`src/verilog/sum_level.sv`:
```
`timescale 1ns/1ns

module sum_level
#(
	// number of terms coming in, must be even
	parameter int N_IN = 2,
	// width of one incoming term
	parameter int IN_W = 24
)
(
	input  logic                                i_clk,
	input  logic                                i_rst,

	// previous level
	input  logic                                i_valid,
	input  logic [N_IN*IN_W-1:0]                i_terms,

	// next level, half the terms, one bit wider
	output logic                                o_valid,
	output logic [(N_IN/2)*(IN_W+1)-1:0]        o_sums
);

	// pair count and sum width of this level
	localparam int N_OUT = N_IN / 2;
	localparam int OUT_W = IN_W + 1;

	// registered pair sums
	logic [OUT_W-1:0] sum_q [0:N_OUT-1];

	// strobe delayed by one level
	logic valid_q;

	genvar j;
	generate
		for (j = 0; j < N_OUT; j = j + 1)
		begin : g_pair
			// adjacent terms 2j and 2j+1
			logic [IN_W-1:0] term_a;
			logic [IN_W-1:0] term_b;

			assign term_a = i_terms[(2*j)*IN_W +: IN_W];
			assign term_b = i_terms[(2*j+1)*IN_W +: IN_W];

			// unsigned add with carry into the extra bit
			// held when no new window arrives
			always_ff @(posedge i_clk or negedge i_rst)
			begin
				if (!i_rst)
				begin
					sum_q[j] <= '0;
				end
				else if (i_valid)
				begin
					sum_q[j] <= {1'b0, term_a} + {1'b0, term_b};
				end
			end

			// pack onto the flat output
			assign o_sums[j*OUT_W +: OUT_W] = sum_q[j];
		end
	endgenerate

	// strobe follows the data one cycle later
	// so up to one result per level is in flight
	always_ff @(posedge i_clk or negedge i_rst)
	begin
		if (!i_rst)
		begin
			valid_q <= 1'b0;
		end
		else
		begin
			valid_q <= i_valid;
		end
	end

	assign o_valid = valid_q;

endmodule

```
`config.mk`:
```
export PLATFORM = sky130hd
export DESIGN_NAME = sum_level
export DESIGN_NICKNAME = d
export VERILOG_FILES = /design/src/verilog/sum_level.sv
export SDC_FILE = /design/constraint.sdc
export NUM_CORES = 1
export LEC_CHECK = 0
export BUFFER_PORTS_ARGS = -buffer_cell sky130_fd_sc_hd__buf_2
export CAP_MARGIN = 15
export CORE_MARGIN = 2
export CORE_UTILIZATION = 55
export CTS_CLUSTER_DIAMETER = 80
export CTS_CLUSTER_SIZE = 14
export DETAILED_ROUTE_END_ITERATION = 16
export PLACE_DENSITY_LB_ADDON = 0.25
export SLEW_MARGIN = 15
export SYNTH_ARGS = -nofsm -noshare
export SYNTH_HDL_FRONTEND = slang
export SYNTH_SLANG_ARGS = --single-unit
```
`constraint.sdc`:
```
create_clock -name i_clk -period 1.45 [get_ports i_clk]
set_clock_uncertainty 0.05 [all_clocks]
set_input_delay 0.145 -clock i_clk [delete_from_list [all_inputs] [get_ports i_clk]]
set_output_delay 0.145 -clock i_clk [all_outputs]
set_load 0.01 [all_outputs]
```
==> run metrics, run 1 <==
IO Count 77; Avg Inst Size Synth 9.22 µm²; port bufs 76; Yosys warning count 0; adder-cell share of the synthesized area 14.3%; library cells used by synthesis 48; Halt Stage global routing (5_1_grt); Total Routing Usage GR 85.4%; clock buffer depth 2; Placer Congestion 0.883; Die Y 67.7 µm; Site Rows 23; ys flop type dfrtp_1; Post-Synth Simple-Gate Area 15.2%; die width 67.7 µm; largest net degree at the start of global routing 27; xor and xnor area share after synthesis 5.49%; Seq cells post-synth 26; status stopped before the end; dpl hpwl 5540 µm; Post-synth EDFFs 0; main combinational cell family by area after synthesis compound AO/OA/AOI/OAI gates; Post-Synthesis Net Count 318; worst ep type register input; grt total ovfl 205; Placement Cell Area 0.00325 mm²; Seq/Total Area, Yosys 29.1%; Compound-Gate Fraction of Synth Area 25.1%; clk root buf clkbuf_8; Async S/R FF share, synth 100%; GRT worst endpoint o_sums[18]$_DFFE_PN0P_/D; clk sinks 26; post-synthesis mux area share 8.07%; Starting Density 56.6%; post-synthesis instance area 0.00223 mm²; htree depth 1; cells after synthesis 242; First Err [ERROR GRT-0232] Routing congestion too high. Check the congestion heatmap in the GUI.; TritonCTS Buffers 3
metal layers:
layer,GRT overflow,global-route usage [%]
met2,134,111
met5,0,0
met4,70,106
met1,1,78.9
met3,0,57.8
kinds of logic after synthesis:
family / after synthesis
AOI/OAI and AO/OA: 77
xor gates and xnor gates: 14
adders and majority gates: 25
buffers and inverters: 15
DFF: 26
muxes: 16
and+or+nand+nor: 69
through the flow:
stage	util, %	std cells	hold slack, ns	worst slack (ns)
detailed placement	82.4	426	0.148	-0.868
CTS	90.3	438	0.153	-0.472
global placement	82.4	426	0.131	-0.845
floorplan	-	242	-0.201	-0.632
Yosys cell counts, types with 6 or more instances:
cell / count / area share, %
a21o_1: 8 / 2.7
a21oi_1: 19 / 4.3
clkbuf_1: 9 / 1.5
dfrtp_1: 26 / 29
ha_1: 24 / 13
mux2_2: 16 / 8.1
nand2_1: 23 / 3.9
nand3_1: 6 / 1.3
nand4_1: 9 / 2.5
nor2_1: 16 / 2.7
o21ai_0: 10 / 2.2
xnor2_1: 7 / 2.7
xor2_1: 7 / 2.7
what timing repair did:
item / CTS
setup endpoints to repair: 19
hold endpoints to repair: 26
setup buffers: 9
hold buffers: 1
gates resized for setup: 38
pin swaps: 19
==> inputs of run 2 (changes only) <==
--- a/config.mk
+++ b/config.mk
@@ -8,11 +8,9 @@
 export BUFFER_PORTS_ARGS = -buffer_cell sky130_fd_sc_hd__buf_2
 export CAP_MARGIN = 15
 export CORE_MARGIN = 2
-export CORE_UTILIZATION = 55
-export CTS_CLUSTER_DIAMETER = 80
-export CTS_CLUSTER_SIZE = 14
+export CORE_UTILIZATION = 40
 export DETAILED_ROUTE_END_ITERATION = 16
-export PLACE_DENSITY_LB_ADDON = 0.25
+export PLACE_DENSITY_LB_ADDON = 0.15
 export SLEW_MARGIN = 15
 export SYNTH_ARGS = -nofsm -noshare
 export SYNTH_HDL_FRONTEND = slang
==> run metrics, run 2 <==
crit-path cells buf_6 -> ha_4 -> fa_2 -> a21o_1 -> a221oi_4 -> o221a_4 -> o21bai_4 -> xor2_1 -> mux2_4; Fmax 532 MHz; # diodes 0; Post-synth top cells dfrtp_1 (26), ha_1 (24), nand2_1 (23); Placement Cell Area 0.00325 mm²; Required @ worst endpoint 1.58 ns; clk root buf clkbuf_8; adder-cell share of the synthesized area 14.3%; area of the multi-input gates 0.00191 mm²; 1st-pass router iterations 4; dpl hpwl 5080 µm; area taken by flip-flops and latches 651 µm²; port bufs 76; top cell type by total area after synthesis dfrtp_1; RSZ-0062 raised after global routing true; Crit path largest cell delay 0.34 ns; cells after synthesis 242; relative slew slack 55.0%; drt wl/cell 15.5 µm; Die Y 78.7 µm; TritonCTS Buffers 3; clock buffer depth 2; clk sinks 26; die area 0.00619 mm²; commonest non-fill, non-tap cell in the layout buf_2; Final Max Tran Viols 0; slowest CP cell fa_2; share of cells above drive strength 1 54.8%; htree depth 1; clk_lat worst skew 0.28 ns; post-route ant nets 0; first-pass GRT wire length 11100 µm; Total Routing Usage GR 22.3%; Lkg Pwr 1.73 nW; Async S/R FF share, synth 100%; maximum vdd ir drop 0.520 mV; Final Hold Fails 0; Final Setup Violations 20; grt total ovfl 0; Starting Density 41.0%; status complete, but fails checks; IO Count 77; most frequent cells in the layout buf_2 (72), buf_4 (65), dfrtp_1 (26); Avg Inst Size Synth 9.22 µm²; post-synthesis mux area share 8.07%; Tcrit/Tclk final 130%; critical path peak fanout 3; Post-Synthesis Net Count 318; Critical Path AT 2.01 ns; CP top delay family compound AO/OA/AOI/OAI gates; nature of the critical path endpoint register; net count reported at finish 460; Post-Synth Simple-Gate Area 15.2%; DR vias/cell 5.40; Final min period 1.88 ns; Compound-Gate Fraction of Synth Area 25.1%; largest net degree at the start of global routing 27; die width 78.7 µm; failing checks negative setup slack; CP Launch Type primary input; vias in the first global route 2452; routed via count 2455; power per cell area 870 mW/mm²; CTS tree done; Crit Path Category in -> reg; most area-consuming cells after synthesis dfrtp_1 (29%), ha_1 (13%), mux2_2 (8.1%); xor and xnor area share after synthesis 5.49%; Yosys warning count 0; library cells used by synthesis 48; final wirelength 7070 µm; worst slew pin tran 0.675 ns; Site Rows 27; main combinational cell family by area after synthesis compound AO/OA/AOI/OAI gates; number of fill cells 421; max reg flops 25; Placer Congestion 0.855; worst slack, placed -0.844 ns; Seq/Total Area, Yosys 29.1%; critical path buffer and inverter count 1; First DRT Iteration DRCs 110; most common cell in the netlist dfrtp_1; top-area cell type share of the netlist area 29.1%; post-layout util 68.3%; initial antenna violation count 0; ys flop type dfrtp_1; Setup WS post-layout -0.428 ns; Seq cells post-synth 26; Post-synth EDFFs 0; Area growth, synth to finish 66.3%; Final Cell Area 0.00371 mm²; DRC Markers 0; core area 0.00544 mm²; post-synthesis instance area 0.00223 mm²; MaxCap Viol Count 0; worst hold path type in -> reg; Worst-path clk slew 0.11 ns
-- run 2: cell counts after synthesis --
Identical to the previous run, type by type.
-- run 2: path summary, 6_finish.rpt --
check / from / slack, ns / end / cells past startpoint
max in group asynchronous: i_rst / 0.55 / o_sums[4] / 2
max reg2reg: o_sums[19] / 0.47 / o_sums[19] / 2
min: i_terms[24] / 0.16 / o_sums[0] / 3
min reg2reg: o_sums[11] / 0.45 / o_sums[11] / 2
min in group asynchronous: i_rst / 0.37 / o_sums[22] / 2
max: i_terms[0] / -0.43 / o_sums[16] / 9
-- run 2: area by class of cell --
| class | count | area share [%] |
|---|---|---|
| inverter | 4 | 0.404 |
| sequential | 26 | 17.5 |
| timing repair buffer | 148 | 26.2 |
| multi-input combinational | 201 | 51.6 |
| clock inverter | 1 | 0.809 |
| tap | 72 | 2.43 |
| clock buffer | 3 | 1.11 |
-- run 2: cell families after synthesis --
kind of cell,Yosys count
simple gates,69
xor+xnor,14
compound gates,77
fa+ha+maj,25
buf+inv,15
mux,16
flops,26
-- run 2: repair_timing --
action	4_1_cts	5_1_grt
buffers inserted	4	1
pin swaps	15	16
endpoints found under the hold margin	26	0
setup endpoints to repair	20	20
resized for setup	29	28
hold buffers	1	0
-- run 2: tightest hold or removal path, cell delays in order --
cell    delay [ns]
buf_6         0.07
ha_4          0.11
mux2_2        0.13
-- run 2: metal layers --
metal | track usage (%) | wire length (µm)
met1 | 28.5 | 3100
met2 | 39.6 | 3620
met3 | 1.48 | 242
met4 | 8.07 | 110
met5 | 0 | 0
-- run 2: metrics by stage --
step	cells	setup TNS [ns]	power [mW]	hold slack, ns
6_report	455	-5.88	3.23	0.161
3_3_place_gp	445	-12.48	2.32	0.161
2_1_floorplan	242	-6.79	1.72	-0.201
5_1_grt	455	-7.01	3.42	0.155
3_5_place_dp	445	-12.70	2.34	0.165
4_1_cts	454	-4.87	3.10	0.146
-- run 2: where the power goes --
part / internal, mW / switching, mW
Sequential: 0.884 / 0.0928
Clock: 0.370 / 0.271
Combinational: 0.863 / 0.750
No activity file was read; power rests on OpenSTA's default activity.
