--- config.mk ---
export PLATFORM = sky130hd
export DESIGN_NAME = mean_output
export DESIGN_NICKNAME = d
export VERILOG_FILES = /design/src/verilog/mean_pkg.sv /design/src/verilog/mean_output.sv
export VERILOG_INCLUDE_DIRS = /design/src /design/src/verilog
export SDC_FILE = /design/constraint.sdc
export NUM_CORES = 1
export LEC_CHECK = 0
export ABC_AREA = 1
export BUFFER_PORTS_ARGS = -buffer_cell sky130_fd_sc_hd__buf_4
export CAP_MARGIN = 30
export CORE_MARGIN = 5
export CORE_UTILIZATION = 49
export DETAILED_ROUTE_END_ITERATION = 10
export PLACE_DENSITY = 0.84
export SLEW_MARGIN = 20
export SYNTH_ARGS = -nofsm -noshare
export SYNTH_HDL_FRONTEND = slang
export SYNTH_SLANG_ARGS = --single-unit
--- constraint.sdc ---
create_clock -name i_clk -period 2.4 [get_ports i_clk]
set_clock_uncertainty 0.2 [all_clocks]
set_input_delay 0.12 -clock i_clk [delete_from_list [all_inputs] [get_ports i_clk]]
set_output_delay 0.12 -clock i_clk [all_outputs]
set_load 0.005 [all_outputs]
--- src/verilog/mean_params.svh ---
`ifndef MEAN_PARAMS_SVH
`define MEAN_PARAMS_SVH

// adc word width
// two's complement as it leaves the converter
`define ADC_W 24

// log2 of the window depth
// also the number of adder tree levels
`define WIN_LOG2 7

// window depth in samples
`define WIN_DEPTH (1 << `WIN_LOG2)

// width of the final tree sum
// each tree level adds one carry bit
`define SUM_W (`ADC_W + `WIN_LOG2)

// output mean width, zero extended from the shifted sum
`define MEAN_W 32

`endif

--- src/verilog/mean_pkg.sv ---
`include "mean_params.svh"

package mean_pkg;

	// raw adc word as delivered by the converter
	// sample view is the signed value
	// fields view splits off the sign bit, used for offset binary
	typedef union packed
	{
		logic signed [`ADC_W-1:0] sample;
		struct packed
		{
			// msb of the two's complement word
			logic sign;
			// remaining bits, kept as is by the conversion
			logic [`ADC_W-2:0] mag;
		} fields;
	} adc_word_u;

	// offset binary sample
	// 0 is full scale negative, all ones is full scale positive
	typedef logic [`ADC_W-1:0] sample_t;

	// output mean, offset binary, upper bits always zero
	typedef logic [`MEAN_W-1:0] mean_t;

endpackage

--- src/verilog/mean_output.sv ---
`timescale 1ns/1ns
`include "mean_params.svh"

module mean_output
(
	input  logic                  i_clk,
	input  logic                  i_rst,

	// final tree sum
	input  logic                  i_valid,
	input  logic [`SUM_W-1:0]     i_sum,

	// mean and its strobe
	output mean_pkg::mean_t       o_mean,
	output logic                  o_valid
);

	// sum divided by the window depth
	logic [`SUM_W-1:0] sum_shift;

	// number of sums seen so far, stops at WIN_DEPTH-1
	logic [`WIN_LOG2-1:0] fill_cnt;

	// all ones once 127 sums have gone by
	logic window_full;

	mean_pkg::mean_t mean_q;
	logic valid_q;

	// window depth is a power of two, so divide is a shift
	assign sum_shift = i_sum >> `WIN_LOG2;

	assign window_full = &fill_cnt;

	// fill counter
	// saturates, so the next arriving sum is the 128th or later
	always_ff @(posedge i_clk or negedge i_rst)
	begin
		if (!i_rst)
		begin
			fill_cnt <= '0;
		end
		else if (i_valid && !window_full)
		begin
			fill_cnt <= fill_cnt + 1'b1;
		end
	end

	// mean register, updated on every arriving sum
	// holds between strobes
	always_ff @(posedge i_clk or negedge i_rst)
	begin
		if (!i_rst)
		begin
			mean_q <= '0;
		end
		else if (i_valid)
		begin
			mean_q <= {{(`MEAN_W-`SUM_W){1'b0}}, sum_shift};
		end
	end

	// strobe only for sums from a full window
	// partial windows still hold reset zeros
	always_ff @(posedge i_clk or negedge i_rst)
	begin
		if (!i_rst)
		begin
			valid_q <= 1'b0;
		end
		else
		begin
			valid_q <= i_valid && window_full;
		end
	end

	assign o_mean  = mean_q;
	assign o_valid = valid_q;

endmodule

## Word-level counts from Yosys, hierarchy flattened

Index checks and enable logic that the tools add are counted.
W data, S select, Z words.

- $add $sub $neg: 1
- Reductions and logical operators: 4

Operators with widths:

| operator | number |
|---|---|
| $add A7 B1 Y7 const B | 1 |
| $reduce_and A7 Y1 | 1 |
| $logic_and A1 B1 Y1 | 2 |
| $logic_not A1 Y1 | 1 |

- Register bits after elaboration: 32
- Bits of input ports: 34
- Logic and storage cells: 8

## Depth between registers and ports, before layout

Gate-level depths: netlist of run 1.

- Word-level depth: 3
- Mapped depth: 7

## Worst setup path after synthesis of run 1

OpenSTA, ideal clock, no wires.

- Path kind: register to register
- Start: register fill_cnt[0]
- End: register fill_cnt[3]
- Library setup time: 0.117 ns
- Arrival: 1.000 ns
- Data required time: 2.083 ns
- Slack: 1.083 ns
- Stages on the path, launching flop included: 7
- Path buffers: 0
- Clock period less this slack: 1.317 ns
- Path through: dfrtp_1 ha_1 nand2_2 nor2_2 nand2_4 nand3b_1 nand2_1

- Word-level cells in the longest chain between the ends: 3
- Elaborated cells on any way between the ends: 4
- Those cells by class: add/sub (1); reduce/logical (3)

Ends and longest elaborated chain:

| what | line | source |
|---|---|---|
| start: declaration | mean_output.sv:22 | `` logic [`WIN_LOG2-1:0] fill_cnt; `` |
| start signal: assignment | mean_output.sv:45 | `fill_cnt <= fill_cnt + 1'b1;` |
| branches (longest 3 deep; another with $add A7 B1 Y7) | - |  |

Several ways; the timed one is not identified.
A chain may end at the register's enable or synchronous reset.

==> load_flow_metrics.sql, run 1 <==
INSERT INTO impl_metrics (metric_group, metric, value, unit) VALUES
('run_status', 'outcome', 'complete, no violations', ''),
('setup_path', 'slowest_delay', '0.58', 'ns'),
('setup_path', 'setup.worst_path.class', 'in2reg', ''),
('cts', 'cts_tree', 'yes', ''),
('timing', 'unrepaired_setup_endpoints_after_global_routing', 'no', ''),
('setup_path', 'cp_slowest_cell', 'dlygate4sd3_1', ''),
('setup_path', 'r2r-start', 'fill_cnt[0]$_DFFE_PN0P_', ''),
('placement', 'dpl.hpwl', '2000', 'µm'),
('setup_path', 'startpoint_type', 'primary input', ''),
('timing', 'finalSetupTns', '0', 'ns'),
('job', 'maxCapViolations', '0', ''),
('synth', 'synth_flop_cell', 'dfrtp_1', ''),
('timing', 'final_period_minus_worst_setup_slack', '1.55', 'ns'),
('final_layout', 'final.fill_count', '131', ''),
('final_layout', 'post-route-cell-area', '0.00230', 'mm²'),
('cts', 'cts_buffer_depth', '2', ''),
('cts', 'cts-root-buf', 'clkbuf_4', ''),
('floorplan', 'initial_utilization', '51.0', '%'),
('setup_path', 'worst_ep_arrival_time', '1.56', 'ns'),
('global_route', 'number_of_global_route_vias_before_repair', '1643', ''),
('floorplan', 'floorplan.rows', '19', ''),
('floorplan', 'die-area', '0.00404', 'mm²'),
('power', 'intPower', '0.000965', 'W'),
('timing', 'finalSetupViolations', '0', ''),
('global_route', 'grt_antenna_before_repair', '0', ''),
('cts', 'path_clk_slew', '0.09', 'ns'),
('global_route', 'overall_routing_resource_usage', '27.1', '%'),
('synth', 'synth.cells.most_frequent', '92 x nand2_1, 32 x dfrtp_1, 9 x buf_4, 6 x nand3_1, 5 x inv_1', ''),
('final_layout', 'finalNetCount', '300', ''),
('placement', 'gp_routability_congestion', '0.744', ''),
('cts', 'cts-resized-gates', '0', ''),
('setup_path', 'cp-end-kind', 'flip-flop', ''),
('setup_path', 'dominant_delay_contributor_by_cell_family_on_the_critical_path', 'buffers and inverters', ''),
('drt', 'drc', '0', ''),
('cts', 'clock_latency', '0.33', 'ns'),
('timing', 'max_freq', '647', 'MHz'),
('floorplan', 'die_h', '63.6', 'µm'),
('global_route', 'grt_first_pass_wirelength', '8320', 'µm'),
('synth', 'synth_area_per_cell', '8.48', 'µm²'),
('drt', 'wire_per_inst', '17.2', 'µm'),
('timing', 'timing.final.hold_violations', '0', ''),
('drt', 'detail_route.wirelength', '5090', 'µm'),
('floorplan', 'die_x', '63.6', 'µm'),
('setup_path', 'regToRegEndpoint', 'fill_cnt[1]$_DFFE_PN0P_', ''),
('global_route', 'grt.met2_usage', '45.7', '%'),
('hold_path', 'timing.hold.worst_endpoint', 'o_mean[19]$_DFFE_PN0P_', ''),
('synth', 'synth_largest_type_area_fraction', '56.9', '%'),
('synth', 'synth_enable_flop_cells', '0', ''),
('cts', 'htreeDepth', '2', ''),
('synth', 'ys_async_sr_fraction', '100', '%'),
('final_layout', 'synthesis_to_layout_area_growth', '63.6', '%'),
('power', 'power.switching_fraction', '31.7', '%'),
('setup_path', 'ff2ff_path_depth', '6', ''),
('synth', 'unique_masters_post_synth', '18', ''),
('global_route', 'grt-busiest-layer', 'met2', ''),
('drt', 'drt-vias-per-instance', '5.24', ''),
('global_route', 'met3_usage', '4.80', '%'),
('synth', 'synth-seq-area-share', '56.9', '%'),
('setup_path', 'maximum_fanout_along_the_worst_path', '1', ''),
('setup_path', 'worstPathCellList', 'dlygate4sd3_1, buf_4, nand2_1, dlygate4sd3_1, nand2_1', ''),
('synth', 'synthTopCellsByArea', 'dfrtp_1 57%, nand2_1 25%, buf_4 4.8%', ''),
('synth', 'synth_top_area_cell', 'dfrtp_1', ''),
('setup_path', 'required', '2.42', 'ns'),
('cts', 'numCtsBuffers', '5', ''),
('power', 'clockPowerShare', '24.6', '%'),
('final_layout', 'diodes', '0', ''),
('global_route', 'grt_start_max_net_pins', '33', ''),
('timing', 'finalMaxSlewViolations', '0', ''),
('drt', 'initialDrtViolationCount', '110', ''),
('cts', 'cts_hold_repair.buffers', '48', ''),
('final_layout', 'layout-drive-gt1-share', '24.5', '%');
state kept, by name (all words and copies together) (netlist names):
name      flops
o_mean       24
fill_cnt      7
o_valid       1
routing by layer:
| metal | wire length [µm] | part of all wire (%) |
|---|---|---|
| met1 | 1850 | 36 |
| met2 | 2610 | 51 |
| met3 | 401 | 7.9 |
| met4 | 224 | 4.4 |
| met5 | 0 | 0 |
power by group through the flow:
stage                     logic [W]  registers [W]  clock network, W
after floorplan            0.000180       0.000671                 0
after global placement     0.000259       0.000690                 0
after detailed placement   0.000268       0.000694                 0
after CTS                  0.000328       0.000684          0.000344
after global routing       0.000399       0.000704          0.000372
final                      0.000365       0.000699          0.000348
worst reg2reg max path, delay by kind of cell, from the launching register on:
family | cells | cell delay (ns)
adder cells (fa/ha/maj) | 1 | 0.30
flip-flops | 1 | 0.41
AND/OR/NAND/NOR | 5 | 0.51
worst max path at each step:
stage          cells after the start               startpoint                      end
6_report                           5                i_sum[19]   o_mean[12]$_DFFE_PN0P_
5_1_grt                            6  fill_cnt[0]$_DFFE_PN0P_  fill_cnt[1]$_DFFE_PN0P_
4_1_cts                            6  fill_cnt[0]$_DFFE_PN0P_  fill_cnt[3]$_DFFE_PN0P_
3_5_place_dp                       6  fill_cnt[0]$_DFFE_PN0P_  fill_cnt[3]$_DFFE_PN0P_
3_3_place_gp                       7  fill_cnt[0]$_DFFE_PN0P_  fill_cnt[4]$_DFFE_PN0P_
2_1_floorplan                      6  fill_cnt[0]$_DFFE_PN0P_  fill_cnt[3]$_DFFE_PN0P_
layout by cell type (no fill, tap or decap):
cell type / instances
buf_4: 51
inv_1: 5
conb_1: 8
nor2_1: 3
dlygate4sd3_1: 48
nand4_1: 1
dfrtp_1: 32
o31ai_1: 1
nand3_1: 6
ha_1: 1
inv_2: 2
nand2_4: 2
nor2_2: 2
nand3b_1: 2
clkbuf_8: 2
nand2_2: 1
xor2_1: 1
nand2_1: 92
clkbuf_4: 5
kinds of logic (layout without fill, tap and decap cells):
family	count (synthesis)	count (layout)	synth area share [%]
other	1	8	0.266
DFF	32	32	56.9
buffers and inverters	21	113	8.89
adders and majority gates	1	1	0.889
xor gates and xnor gates	1	1	0.622
AOI/OAI and AO/OA	1	1	0.534
and+or+nand+nor	109	109	31.9
metrics by stage:
step                utilization [%]  hold WS, ns  cells  setup slack (ns)  power (W)
global route                   83.5      0.00362    296             0.790    0.00148
floorplan                         -       -0.376    173              1.08   0.000851
global placement               63.7       -0.123    241             0.992   0.000949
detailed placement             63.7       -0.124    241             0.973   0.000961
finish                         83.5      0.00385    296             0.854    0.00141
CTS                            83.5      0.00203    296             0.959    0.00136
layout make-up:
class	instances	area, µm²	area share, %
Timing Repair Buffer	99	863	37.5
Sequential cell	32	801	34.8
Multi-Input combinational cell	120	508	22.1
Clock buffer	7	65.1	2.83
Tap cell	31	38.8	1.68
Inverter	7	26.3	1.14
(Power assumes the default switching activity.)
==> run 2: changes to the inputs <==
CORE_UTILIZATION = 41   (was 49)
PLACE_DENSITY = 0.75   (was 0.84)
clock period = 1.3 ns   (was 2.4 ns; I/O delays follow)
==> load_flow_metrics.sql, run 2 (synthesis gave the netlist of run 1 again) <==
INSERT INTO impl_metrics (metric_group, metric, value, unit) VALUES
('power', 'total_power', '0.00282', 'W'),
('setup_path', 'worst-path-buf-inv', '1', ''),
('setup_path', 'dominant_delay_contributor_by_cell_family_on_the_critical_path', 'flip-flops', ''),
('timing', 'final_period_minus_worst_setup_slack', '1.33', 'ns'),
('floorplan', 'die_x', '68.6', 'µm'),
('setup_path', 'worstPathCellList', 'ha_4, buf_4, xor2_1, nand3_1, nand2_1', ''),
('final_layout', 'most_frequent_cells_in_the_layout', '91 x nand2_1, 60 x buf_4, 31 x dfrtp_1, 27 x dlygate4sd3_1, 8 x conb_1', ''),
('power', 'vdd.ir_drop.worst', '0.589', 'mV'),
('timing', 'layout_worst_path_cycle_share', '102', '%'),
('final_layout', 'final_core_utilization', '67.5', '%'),
('cts', 'numCtsBuffers', '5', ''),
('drt', 'drc', '0', ''),
('cts', 'cts-root-buf', 'clkbuf_4', ''),
('floorplan', 'die_h', '68.6', 'µm'),
('timing', 'timing.final.hold_violations', '31', ''),
('drt', 'drt-vias-per-instance', '4.32', ''),
('timing', 'layout_setup_ws', '-0.0286', 'ns'),
('drt', 'drtAntennaViolNets', '0', ''),
('final_layout', 'layout-drive-gt1-share', '31.0', '%'),
('setup_path', 'cp_slowest_cell', 'dfrtp_1', ''),
('final_layout', 'finalNetCount', '289', ''),
('cts', 'cts_hold_repair.buffers', '27', ''),
('cts', 'path_clk_slew', '0.10', 'ns'),
('drt', 'detail_route.wirelength', '3480', 'µm'),
('setup_path', 'startpoint_type', 'flip-flop', ''),
('floorplan', 'initial_utilization', '42.2', '%'),
('placement', 'dpl.hpwl', '2190', 'µm'),
('cts', 'cts_buffer_depth', '2', ''),
('setup_path', 'critical_path_depth', '5', ''),
('cts', 'numClockSinks', '32', ''),
('drt', 'dr.pass1.iters', '4', ''),
('drt', 'wire_per_inst', '11.6', 'µm'),
('power', 'cellLeakagePower', '1.25', 'nW'),
('global_route', 'total_grt_overflow', '0', ''),
('global_route', 'grt_start_max_net_pins', '33', ''),
('final_layout', 'synthesis_to_layout_area_growth', '59.9', '%'),
('global_route', 'number_of_global_route_vias_before_repair', '1224', ''),
('global_route', 'grt_antenna_before_repair', '0', ''),
('power', 'power_per_cell_area', '1250', 'mW/mm²'),
('timing', 'max_freq', '753', 'MHz'),
('placement', 'gp_routability_congestion', '0.749', ''),
('global_route', 'grt_first_pass_wirelength', '5630', 'µm'),
('timing', 'unrepaired_setup_endpoints_after_global_routing', 'yes', ''),
('timing', 'fin_worst_hold_slack', '-0.0263', 'ns'),
('hold_path', 'hold_class', 'in2async', ''),
('drt', 'initialDrtViolationCount', '71', ''),
('setup_path', 'slowest_delay', '0.42', 'ns'),
('timing', 'finalSetupViolations', '3', ''),
('final_layout', 'final.fill_count', '264', ''),
('cts', 'htreeDepth', '2', ''),
('setup_path', 'setup.worst_path.class', 'reg2reg', ''),
('floorplan', 'die-area', '0.00471', 'mm²'),
('timing', 'finalMaxSlewViolations', '0', ''),
('floorplan', 'floorplan.rows', '21', ''),
('run_status', 'outcome', 'finished with violations', ''),
('final_layout', 'diodes', '0', ''),
('drt', 'routed_via_count', '1299', ''),
('floorplan', 'pin_count', '67', ''),
('final_layout', 'mostFrequentLayoutCell', 'nand2_1', ''),
('setup_path', 'cp-end-kind', 'flip-flop', ''),
('floorplan', 'floorplan.core_area', '0.00334', 'mm²'),
('job', 'maxCapViolations', '0', ''),
('run_status', 'violations', 'negative hold slack, negative setup slack', ''),
('placement', 'numPortBuffers', '51', ''),
('setup_path', 'worst_ep_arrival_time', '1.35', 'ns'),
('setup_path', 'required', '1.33', 'ns'),
('global_route', 'overall_routing_resource_usage', '16.4', '%'),
('cts', 'cts_tree', 'yes', ''),
('setup_path', 'maximum_fanout_along_the_worst_path', '5', ''),
('setup_path', 'ff2ff_path_depth', '5', ''),
('cts', 'clock_latency', '0.32', 'ns'),
('final_layout', 'largest_reg_flops', '24', '');
-- run 2: cell count changes in the layout (fill, tap and decap cells not counted), sizes merged --
cell	before	now
buf	51	61
dlygate4sd3	48	27
bufinv	0	1
-- run 2: timing repair --
action                                  CTS  global route
buffers inserted                          0             1
gates resized for setup                   4             3
pin swaps                                 2             3
endpoints found under the hold margin    62            31
endpoints found under the setup margin    6             8
-- run 2: power by group --
part / switching, W / internal [W]
Clock: 0.000336 / 0.000511
Sequential: 0.000111 / 0.00113
Combinational: 0.000327 / 0.000399
Total: 0.000774 / 0.00204
-- run 2: through the flow --
| step | worst slack, ns | hold WS [ns] | cell area [µm²] | TNS (ns) | cells |
|---|---|---|---|---|---|
| 6_report | -0.0286 | -0.0263 | 2250 | -0.0342 | 301 |
| 5_1_grt | -0.0854 | -0.00000988 | 2250 | -0.334 | 301 |
| 4_1_cts | -0.00985 | -0.00377 | 2230 | -0.0200 | 300 |
| 3_5_place_dp | -0.0375 | -0.178 | 1850 | -0.173 | 265 |
| 3_3_place_gp | -0.0158 | -0.174 | 1850 | -0.0508 | 265 |
| 2_1_floorplan | 0.0113 | -0.431 | 1440 | 0 | 173 |
-- run 2: metal layers --
layer  wire length [µm]  vias up  share of wire (%)  GRT usage, %
li1                   -      660                  -             -
met3                250        5                7.2          5.19
met5                  0        -                  0             0
met2               1870       49                 54          29.2
met1               1320      585                 38          18.3
met4                 39        0                1.1          5.96
-- run 2: worst paths after layout --
path,endpoint,slack (ns),startpoint
max,fill_cnt[2]$_DFFE_PN0P_,-0.03,fill_cnt[0]$_DFFE_PN0P_
min,fill_cnt[5]$_DFFE_PN0P_,-0.03,i_rst
max reg2reg,fill_cnt[2]$_DFFE_PN0P_,-0.03,fill_cnt[0]$_DFFE_PN0P_
min reg2reg,o_mean[14]$_DFFE_PN0P_,0.28,o_mean[14]$_DFFE_PN0P_
max in group asynchronous,o_mean[21]$_DFFE_PN0P_,0.13,i_rst
min in group i_clk,o_mean[23]$_DFFE_PN0P_,0.28,i_sum[30]
-- run 2: cell type report --
class | count | area, µm² | area share (%)
Clock buffer | 7 | 65.1 | 2.89
Inverter | 7 | 26.3 | 1.17
Timing Repair Buffer | 88 | 732 | 32.5
Clock inverter | 1 | 30.0 | 1.33
Sequential cell | 32 | 802 | 35.6
Tap cell | 46 | 57.6 | 2.56
Multi-Input combinational cell | 120 | 538 | 23.9
